### config.mk
export PLATFORM = sky130hd
export DESIGN_NAME = i2c_subsys_top
export DESIGN_NICKNAME = d
export VERILOG_FILES = /design/src/i2c_pkg.sv /design/src/i2c_subsys_top.sv /design/src/i2c_master.sv /design/src/i2c_line_io.sv /design/src/i2c_tick_gen.sv
export SDC_FILE = /design/constraint.sdc
export NUM_CORES = 1
export LEC_CHECK = 0
export BUFFER_PORTS_ARGS = -buffer_cell sky130_fd_sc_hd__buf_2
export CAP_MARGIN = 20
export CORE_ASPECT_RATIO = 1.2
export CORE_UTILIZATION = 56
export CTS_CLUSTER_DIAMETER = 40
export DETAILED_ROUTE_END_ITERATION = 10
export PLACE_DENSITY = 0.89
export SYNTH_ARGS = -nofsm -noshare
export SYNTH_HDL_FRONTEND = slang
export SYNTH_HIERARCHICAL = 1
export SYNTH_SLANG_ARGS = --single-unit
### constraint.sdc
create_clock -name clk -period 5.5 [get_ports clk]
set_input_delay 0.275 -clock clk [delete_from_list [all_inputs] [get_ports clk]]
set_output_delay 0.275 -clock clk [all_outputs]
set_load 0.01 [all_outputs]
### src/i2c_pkg.sv
package i2c_pkg;

    // ############################################################
    // Fixed sizes
    // ############################################################
    localparam int max_bytes = 4;            // Longest transfer in bytes
    localparam int data_w    = max_bytes * 8; // Width of the data words

    // ############################################################
    // Enums
    // ############################################################
    typedef enum logic {
        dir_write = 1'b0,
        dir_read  = 1'b1
    } i2c_dir_e;                             // R/W bit after the address

    typedef enum logic [2:0] {
        st_idle    = 3'd0,
        st_recover = 3'd1,
        st_start   = 3'd2,
        st_shift   = 3'd3,
        st_ack     = 3'd4,
        st_stop    = 3'd5
    } i2c_state_e;

    // ############################################################
    // Structs
    // ############################################################
    typedef struct packed {
        logic [6:0]        addr;
        i2c_dir_e          dir;
        logic [2:0]        nbytes;           // 1 to max_bytes
        logic [data_w-1:0] wdata;            // Byte nbytes-1 goes out first
    } i2c_req_t;

    typedef struct packed {
        logic [data_w-1:0] rdata;            // Last byte read sits in 7:0
        logic              nack;
    } i2c_rsp_t;

    typedef struct packed {
        logic scl;
        logic sda;
    } i2c_pins_t;

endpackage
### src/i2c_subsys_top.sv
module i2c_subsys_top #(
    parameter int DIVIDER = 42
) (
    input  logic               clk,
    input  logic               rst_n,
    input  logic               start,
    input  i2c_pkg::i2c_req_t  req,
    output logic               busy,
    output logic               done,
    output i2c_pkg::i2c_rsp_t  rsp,
    output i2c_pkg::i2c_pins_t drive,
    input  i2c_pkg::i2c_pins_t lines
);

    import i2c_pkg::*;

    logic      tick;
    logic      bus_free;
    i2c_pins_t line_sync;
    i2c_pins_t drive_req;

    i2c_tick_gen #(
        .DIVIDER (DIVIDER)
    ) u_tick_gen (
        .clk   (clk),
        .rst_n (rst_n),
        .tick  (tick)
    );

    i2c_line_io u_line_io (
        .clk       (clk),
        .rst_n     (rst_n),
        .drive_req (drive_req),
        .drive     (drive),
        .lines     (lines),
        .line_sync (line_sync),
        .bus_free  (bus_free)
    );

    i2c_master u_master (
        .clk       (clk),
        .rst_n     (rst_n),
        .tick      (tick),
        .start     (start),
        .req       (req),
        .busy      (busy),
        .done      (done),
        .rsp       (rsp),
        .line_sync (line_sync),
        .bus_free  (bus_free),
        .drive_req (drive_req)
    );

endmodule

### src/i2c_master.sv
module i2c_master (
    input  logic               clk,
    input  logic               rst_n,
    input  logic               tick,
    input  logic               start,
    input  i2c_pkg::i2c_req_t  req,
    output logic               busy,
    output logic               done,
    output i2c_pkg::i2c_rsp_t  rsp,
    input  i2c_pkg::i2c_pins_t line_sync,
    input  logic               bus_free,
    output i2c_pkg::i2c_pins_t drive_req
);

    import i2c_pkg::*;

    i2c_state_e state_q;
    i2c_req_t   req_q;
    i2c_rsp_t   rsp_q;
    i2c_pins_t  drive_q;                      // 1 pulls the line low
    logic [1:0] phase_q;
    logic [2:0] bit_cnt_q;
    logic [2:0] byte_cnt_q;                   // 0 is the address byte
    logic [7:0] shift_q;
    logic       busy_q;
    logic       done_q;
    logic       accept;
    logic       sending;
    logic       last_byte;

    assign accept    = start && !busy_q && (state_q == st_idle) && bus_free;
    assign sending   = (byte_cnt_q == '0) || (req_q.dir == dir_write);
    assign last_byte = (byte_cnt_q == req_q.nbytes);

    // ############################################################
    // Transfer sequencer
    // ############################################################
    always_ff @(posedge clk) begin
        if (!rst_n) begin
            state_q    <= st_idle;
            phase_q    <= '0;
            bit_cnt_q  <= '0;
            byte_cnt_q <= '0;
            drive_q    <= '0;
            busy_q     <= 1'b0;
            done_q     <= 1'b0;
            rsp_q      <= '0;
        end else begin
            done_q <= 1'b0;
            if (accept) begin
                req_q       <= req;
                // Left-align so the next byte to send is always the top one
                req_q.wdata <= req.wdata << (8 * (max_bytes - int'(req.nbytes)));
                rsp_q       <= '0;
                busy_q      <= 1'b1;
                phase_q     <= '0;
                state_q     <= st_start;
            end else if (tick) begin
                case (state_q)
                    st_idle: begin
                        if (!bus_free && !line_sync.sda) begin
                            drive_q.scl <= 1'b1;      // First recovery clock edge
                            state_q     <= st_recover;
                        end
                    end

                    st_recover: begin
                        if (line_sync.sda) begin
                            drive_q.scl <= 1'b0;
                            state_q     <= st_idle;
                        end else begin
                            drive_q.scl <= ~drive_q.scl;
                        end
                    end

                    st_start: begin
                        case (phase_q)
                            2'd0: begin
                                drive_q <= '0;
                                phase_q <= 2'd1;
                            end
                            2'd1: begin
                                drive_q.sda <= 1'b1;  // SDA falls while SCL high
                                phase_q     <= 2'd2;
                            end
                            default: begin
                                drive_q.scl <= 1'b1;
                                shift_q     <= {req_q.addr, req_q.dir};
                                bit_cnt_q   <= '0;
                                byte_cnt_q  <= '0;
                                phase_q     <= '0;
                                state_q     <= st_shift;
                            end
                        endcase
                    end

                    st_shift: begin
                        case (phase_q)
                            2'd0: begin
                                drive_q.sda <= sending ? ~shift_q[7] : 1'b0;
                                phase_q     <= 2'd1;
                            end
                            2'd1: begin
                                drive_q.scl <= 1'b0;
                                if (!sending) begin
                                    shift_q <= {shift_q[6:0], line_sync.sda};
                                end
                                phase_q <= 2'd2;
                            end
                            default: begin
                                drive_q.scl <= 1'b1;
                                if (sending) begin
                                    shift_q <= {shift_q[6:0], 1'b0};
                                end
                                bit_cnt_q <= bit_cnt_q + 3'd1;
                                if (bit_cnt_q == 3'd7) begin
                                    state_q <= st_ack;
                                end
                                phase_q <= '0;
                            end
                        endcase
                    end

                    st_ack: begin
                        case (phase_q)
                            2'd0: begin
                                if (sending) begin
                                    drive_q.sda <= 1'b0;      // Let the target answer
                                end else begin
                                    drive_q.sda <= ~last_byte; // NACK the final read
                                    rsp_q.rdata <= {rsp_q.rdata[data_w-9:0], shift_q};
                                end
                                phase_q <= 2'd1;
                            end
                            2'd1: begin
                                drive_q.scl <= 1'b0;
                                if (sending && line_sync.sda) begin
                                    rsp_q.nack <= 1'b1;
                                end
                                phase_q <= 2'd2;
                            end
                            default: begin
                                drive_q.scl <= 1'b1;
                                if (rsp_q.nack || last_byte) begin
                                    state_q <= st_stop;
                                end else begin
                                    byte_cnt_q  <= byte_cnt_q + 3'd1;
                                    shift_q     <= req_q.wdata[data_w-1 -: 8];
                                    req_q.wdata <= req_q.wdata << 8;
                                    state_q     <= st_shift;
                                end
                                phase_q <= '0;
                            end
                        endcase
                    end

                    st_stop: begin
                        case (phase_q)
                            2'd0: begin
                                drive_q.sda <= 1'b1;
                                phase_q     <= 2'd1;
                            end
                            2'd1: begin
                                drive_q.scl <= 1'b0;
                                phase_q     <= 2'd2;
                            end
                            2'd2: begin
                                drive_q.sda <= 1'b0;  // SDA rises while SCL high
                                phase_q     <= 2'd3;
                            end
                            default: begin
                                busy_q  <= 1'b0;
                                done_q  <= 1'b1;
                                phase_q <= '0;
                                state_q <= st_idle;
                            end
                        endcase
                    end

                    default: begin
                        drive_q <= '0;
                        state_q <= st_idle;
                    end
                endcase
            end
        end
    end

    assign busy      = busy_q;
    assign done      = done_q;
    assign rsp       = rsp_q;
    assign drive_req = drive_q;

endmodule

### src/i2c_line_io.sv
module i2c_line_io (
    input  logic               clk,
    input  logic               rst_n,
    input  i2c_pkg::i2c_pins_t drive_req,
    output i2c_pkg::i2c_pins_t drive,
    input  i2c_pkg::i2c_pins_t lines,
    output i2c_pkg::i2c_pins_t line_sync,
    output logic               bus_free
);

    import i2c_pkg::*;

    i2c_pins_t drive_q;
    i2c_pins_t sync_q1;
    i2c_pins_t sync_q2;

    // ############################################################
    // Pad side registers
    // ############################################################
    always_ff @(posedge clk) begin
        if (!rst_n) begin
            drive_q <= '0;                    // Both lines released
            sync_q1 <= '1;                    // Idle bus reads high
            sync_q2 <= '1;
        end else begin
            drive_q <= drive_req;
            sync_q1 <= lines;                 // First stage may go metastable
            sync_q2 <= sync_q1;
        end
    end

    assign drive     = drive_q;
    assign line_sync = sync_q2;

    // Both lines high means nobody holds the bus
    assign bus_free = sync_q2.scl & sync_q2.sda;

endmodule

### src/i2c_tick_gen.sv
module i2c_tick_gen #(
    parameter int DIVIDER = 42
) (
    input  logic clk,
    input  logic rst_n,
    output logic tick
);

    localparam int cnt_w = (DIVIDER > 1) ? $clog2(DIVIDER + 1) : 1;

    logic [cnt_w-1:0] cnt_q;

    always_ff @(posedge clk) begin
        if (!rst_n) begin
            cnt_q <= cnt_w'(DIVIDER);         // Parked at reload during reset
        end else if (cnt_q == '0) begin
            cnt_q <= cnt_w'(DIVIDER);
        end else begin
            cnt_q <= cnt_q - 1'b1;
        end
    end

    // One pulse per DIVIDER+1 clocks sets the bus phase rate
    assign tick = (cnt_q == '0);

endmodule

==> After elaboration in Yosys (flattened, before gate mapping) <==
Cells that the tools add are included.
Widths: inputs -> output; s select.
{ "word_totals": {"elab_cells": 168, "latchBits": 0, "output_inout_bits": 37, "n_memories": 0, "reg_bits": 111, "ram_bits": 0, "romBits": 0} }
{ "classes": {"addsub": 4, "bitwise": 11, "order_cmp": 0, "mul": 0, "div": 0, "reduce_logical": 42, "eq_ne": 37, "shift": 1, "n_mux": 50} }
{ "ops": {"columns": ["cell", "count"], "rows": [
  ["$mux 32", 5],
  ["$mux 8", 5],
  ["$mux 3", 12],
  ["$shl 32x32->32", 1],
  ["$ne 2x2->1 const B", 13],
  ["$pmux 8 s3", 1],
  ["$ne 3x2->1 const B", 7],
  ["$pmux 3 s6", 1],
  ["$pmux 8 s2", 1],
  ["$reduce_and 8->1", 2],
  ["$mux 1", 12],
  ["$pmux 3 s2", 2],
  ["$reduce_and 6->1", 2],
  ["$reduce_bool 2->1", 6],
  ["$not 1->1", 10],
  ["$pmux 1 s5", 2],
  ["$reduce_and 10->1", 1],
  ["$reduce_and 5->1", 2],
  ["$reduce_or 2->1", 5],
  ["$eq 3x3->1 const B", 3],
  ["$ne 3x3->1 const B", 3],
  ["$ne 2x1->1 const B", 4],
  ["$pmux 1 s2", 4],
  ["$pmux 2 s2", 2],
  ["25 further kinds", 39]
]} }

==> Longest topological paths before layout <==
{ "logic_depth": {"word_depth": 7, "mapped_depth": 10} }

==> By module <==
Netlist, hierarchy kept.
{ "modules_own_cells": {"columns": ["mod", "instances", "area_each_um2", "cells_each"], "rows": [
  ["i2c_master", 1, 4788.3, 501],
  ["i2c_tick_gen", 1, 246.5, 25],
  ["i2c_line_io", 1, 163.9, 13]
]} }

==> Least setup slack after synthesis <==
No wires, ideal clock.
{ "synth_path": {"path_type": "flip-flop to flip-flop", "from": "reg u_tick_gen.cnt_q[0]", "to": "reg u_master/req_q[0] (netlist bit) (enable)", "required_time_ns": 5.068, "setup_time_ns": 0.432, "arrival_time_ns": 3.395, "path_stages_with_launch": 10, "path_buffers": 1, "period_less_slack_ns": 3.827, "setup_slack_ns": 1.673, "path_cell_list": "dfxtp_1 -> inv_1 -> ha_1 -> or3b_1 -> nor3_1 -> clkbuf_1 -> inv_1 -> a221oi_2 -> nand3_1 -> a21oi_1"} }
{ "synth_via": {"elab_chain_cells": 3} }
{ "synth_lines": {"columns": ["element", "line", "source"], "rows": [
  ["start, declared", "i2c_tick_gen.sv:11", "logic [cnt_w-1:0] cnt_q;"],
  ["start signal, assigned", "i2c_tick_gen.sv:15", "cnt_q <= cnt_w'(DIVIDER);"],
  ["start signal, assigned", "i2c_tick_gen.sv:17", "cnt_q <= cnt_w'(DIVIDER);"],
  ["start signal, assigned", "i2c_tick_gen.sv:19", "cnt_q <= cnt_q - 1'b1;"],
  ["$logic_not 6->1", "i2c_tick_gen.sv:24", "assign tick = (cnt_q == '0);"],
  ["named net tick", "i2c_subsys_top.sv:17", "logic tick;"],
  ["$reduce_bool 2->1 (no source line)", null, null],
  ["$reduce_and 5->1 (no source line)", null, null],
  ["end signal, assigned", "i2c_master.sv:51", "req_q <= req;"],
  ["end, declared", "i2c_master.sv:18", "i2c_req_t req_q;"]
]} }
The timed path passes the listed nets, and every way through them passes these cells.
A chain may end at the register's enable or synchronous reset.

==> Worst setup path after layout <==
{ "layout_path": {"from": "reg u_tick_gen.cnt_q[0]", "to": "reg u_master/req_q[29] (netlist bit) (enable)"} }
The elaborated chain is that of the path after synthesis.

==> metrics.txt <==
number of slew-limit violations in the final report 0; height of the die between 100 and 150 um; post-synthesis sequential area ratio 0.526; number of maximum-capacitance violations 0; layout net count 662; half-perimeter wire length of the detailed placement result 7.69 mm; Initial DRC Count ~420; Die Outline Area a little under 10000 sq um; least setup slack across all paths after layout 2.23 ns; number of detailed-route iterations in the first pass 5; Total Negative Setup Slacks 0 ns; Placement Rows 38; run status finished, final reports clean; fraction of final layout cells sized beyond drive strength 1 0.192; count of flip-flops with a built-in enable after synthesis 51; shortest clock period the worst path allows after layout 3.27 ns; Initial Util 0.575; slew at the pin closest to its max-slew limit 1.08 ns; antenna violations before repair 0; area occupied by registers ~2700 sq um; depth of the most critical reg-to-reg path 9; number of inserted diodes 0; Pwr Total 1.55 mW; die span in x roughly 90 um; CP arrival 3.32 ns; Peak VDD IR 0.180 mV; clock transition at the register clock pins on the worst setup and hold paths after CTS 0.10 ns; Non-Filler Cell Area, Final 5880 sq um; Hold Violations, Final 0; Max transition margin 0.282; area of combinational cells with multiple inputs 2270 sq um; areal power density over the cells 263 nW/um^2; post-synthesis cell count between 500 and 600; class of the most critical hold timing path in -> reg; wire length on met1 4.55 mm; reported leakage power between 2 and 2.5 nW; number of storage elements in the synthesis netlist 111; Remaining DRCs 0; CP Cell Sequence inv_1 -> ha_1 -> or3b_1 -> nor3_1 -> inv_1 -> a221oi_2 -> nand3_1 -> a21oi_2 -> buf_4; Clock Path Buffers 2; maximum fanout along the worst path 32; vias in the first global route about 4000; cell at the root of the clock tree clkbuf_8; number of cells on the worst hold path 1; flip-flop cell with the highest count after synthesis dfxtp_1; routed length on met2 5.40 mm; wire length of the first global-routing pass 17.8 mm; via-per-instance ratio 5.86; Largest stage delay, worst path 0.64 ns; Cell Area, Placed about 5700 sq um; TritonCTS clock tree done; antenna-violating nets left 0; placed instance count 712; critical path launch point type flop; fin cells 729; post-cts hold buffer count 0; # setup viols final 0; core area 9030 sq um; fillers 734; CP Capture Type flop; vias about 4300; category of the critical setup timing path reg -> reg; RSZ-0062 raised after global routing false; routed length per placed instance 15.0 um; maximum number of pins on one net before global-route repair 44; quantity of I/O buffers inserted on ports between 80 and 90; final worst-path cycle share 0.595; buffers inserted by post-CTS timing repair 0; leading cell types by total area after synthesis edfxtp_1 (29%), dfxtp_1 (23%), nand2_1 (6.4%), a21oi_1 (5.6%), mux2i_1 (5.0%); gate family responsible for the most delay along the worst path simple AND/OR/NAND/NOR gates; highest clock frequency the design can meet 0.306 GHz; count of boundary I/O pins between 80 and 90; number of CTS-inserted buffers 9; most prevalent standard cell on the critical path inv_1; count of cell instances traversed by the critical path 9; weighted congestion reported at the end of routability-driven placement 0.901; overall routing resource usage 0.232; standard cell with the maximum stage delay on the critical path nor3_1; uppermost routed layer met4; most area-hungry cell type in the Yosys netlist edfxtp_1; Netlist Area Pre-Place ~5200 sq um; critical path data required time approximately 5.5 ns; total grt overflow 0; Total Routed Length 10.9 mm; largest clock skew in the final design about 0.012 ns; routed length on met3 643 um; average footprint of a synthesized cell 9.65 sq um; share of synthesized flip-flops with an asynchronous set or reset 0; number of clock sinks 111; synthesis-to-finish area growth 13.2%; insertion delay of the later-clocked pin in the worst-skew pair 0.38 ns; maximum level of the CTS H-tree 3; share of the synthesized area in the top cell type 0.295; post-synthesis cell type count a little under 60; post-cts sizing count 0; Net Count, Synth 597; buffer and inverter count on the worst path 3; Place WS 2.26 ns; total of warnings raised by yosys 6
-- cell families after synthesis --
kind of cell / after synthesis / share of synthesized area
compound gates: 146 / 0.172
fa+ha+maj: 10 / 0.0241
buf+inv: 50 / 0.0390
flops: 111 / 0.526
mux: 27 / 0.0522
xor+xnor: 10 / 0.0168
simple gates: 185 / 0.170
-- final cells by class --
| class | instances | share of cell area |
|---|---|---|
| inverters | 16 | 0.0102 |
| flip-flops and latches | 111 | 0.464 |
| well taps | 120 | 0.0255 |
| clock buffers | 9 | 0.0211 |
| repair buffers | 88 | 0.0800 |
| clock inverters | 7 | 0.0134 |
| multi-input cells | 378 | 0.385 |
-- synth_stat cells (3+ instances only) --
| cell | n |
|---|---|
| nand4_1 | 3 |
| nor2_1 | 34 |
| and2_1 | 12 |
| xor2_1 | 7 |
| a22o_1 | 9 |
| xnor2_1 | 3 |
| o21ai_1 | 15 |
| o22ai_1 | 8 |
| nand2b_1 | 7 |
| dfxtp_1 | 60 |
| nand3_1 | 11 |
| o21ai_0 | 19 |
| edfxtp_1 | 51 |
| nand2_1 | 89 |
| mux2i_1 | 26 |
| a22oi_1 | 15 |
| a31oi_1 | 4 |
| clkbuf_1 | 22 |
| buf_2 | 9 |
| nor3_1 | 6 |
| ha_1 | 10 |
| inv_1 | 15 |
| a21oi_1 | 58 |
-- sequential cells by signal, summed over array words and instances (netlist names) --
register	flops
u_master/drive_req	2
u_master/busy	1
u_master/rsp	33
u_tick_gen/cnt_q	6
u_master/req_q	43
u_master/shift_q	8
u_master/state_q	3
u_master/byte_cnt_q	3
u_master/bit_cnt_q	3
u_master/phase_q	2
u_master/done	1
u_line_io/line_sync	2
u_line_io/sync_q1	2
u_line_io/drive	2
-- stage by stage --
step	util	hold slack (ns)
final	0.651	0.0641
after floorplan	-	0.348
after global placement	0.626	0.388
after detailed placement	0.626	0.400
after CTS	0.648	0.0531
after global routing	0.651	0.0547
-- metal layers --
layer,global-route usage,vias to the layer above
met3,0.0360,26
met4,0.130,0
met5,0,-
li1,-,2060
met1,0.282,1979
met2,0.396,204
-- cell usage in the layout (no fill, tap or decap), drive strengths merged, types with 9 or more instances in the layout --
master	netlist	final
nand2	90	90
buf	12	88
dfxtp	60	60
a21oi	58	58
edfxtp	51	51
nor2	35	35
o21ai	34	34
mux2i	26	26
inv	16	18
a22oi	15	15
and2	12	12
nand3	11	11
ha	10	10
clkbuf	22	9
a22o	9	9
-- path summary, 6_finish.rpt --
check	from	to	slack [ns]
hold reg to reg	u_line_io/sync_q1[0]	u_line_io/line_sync[0]	0.43
hold / removal	req[38]	u_master/req_q[38]	0.06
setup reg to reg	u_tick_gen/cnt_q[0]	u_master/req_q[29]	2.23
setup / recovery	u_tick_gen/cnt_q[0]	u_master/req_q[29]	2.23
-- power by group --
part / switching (mW) / internal [mW]
clock: 0.281 / 0.215
sequential: 0.0152 / 0.888
combinational: 0.0876 / 0.0579
No activity file was read; power rests on OpenSTA's default activity.
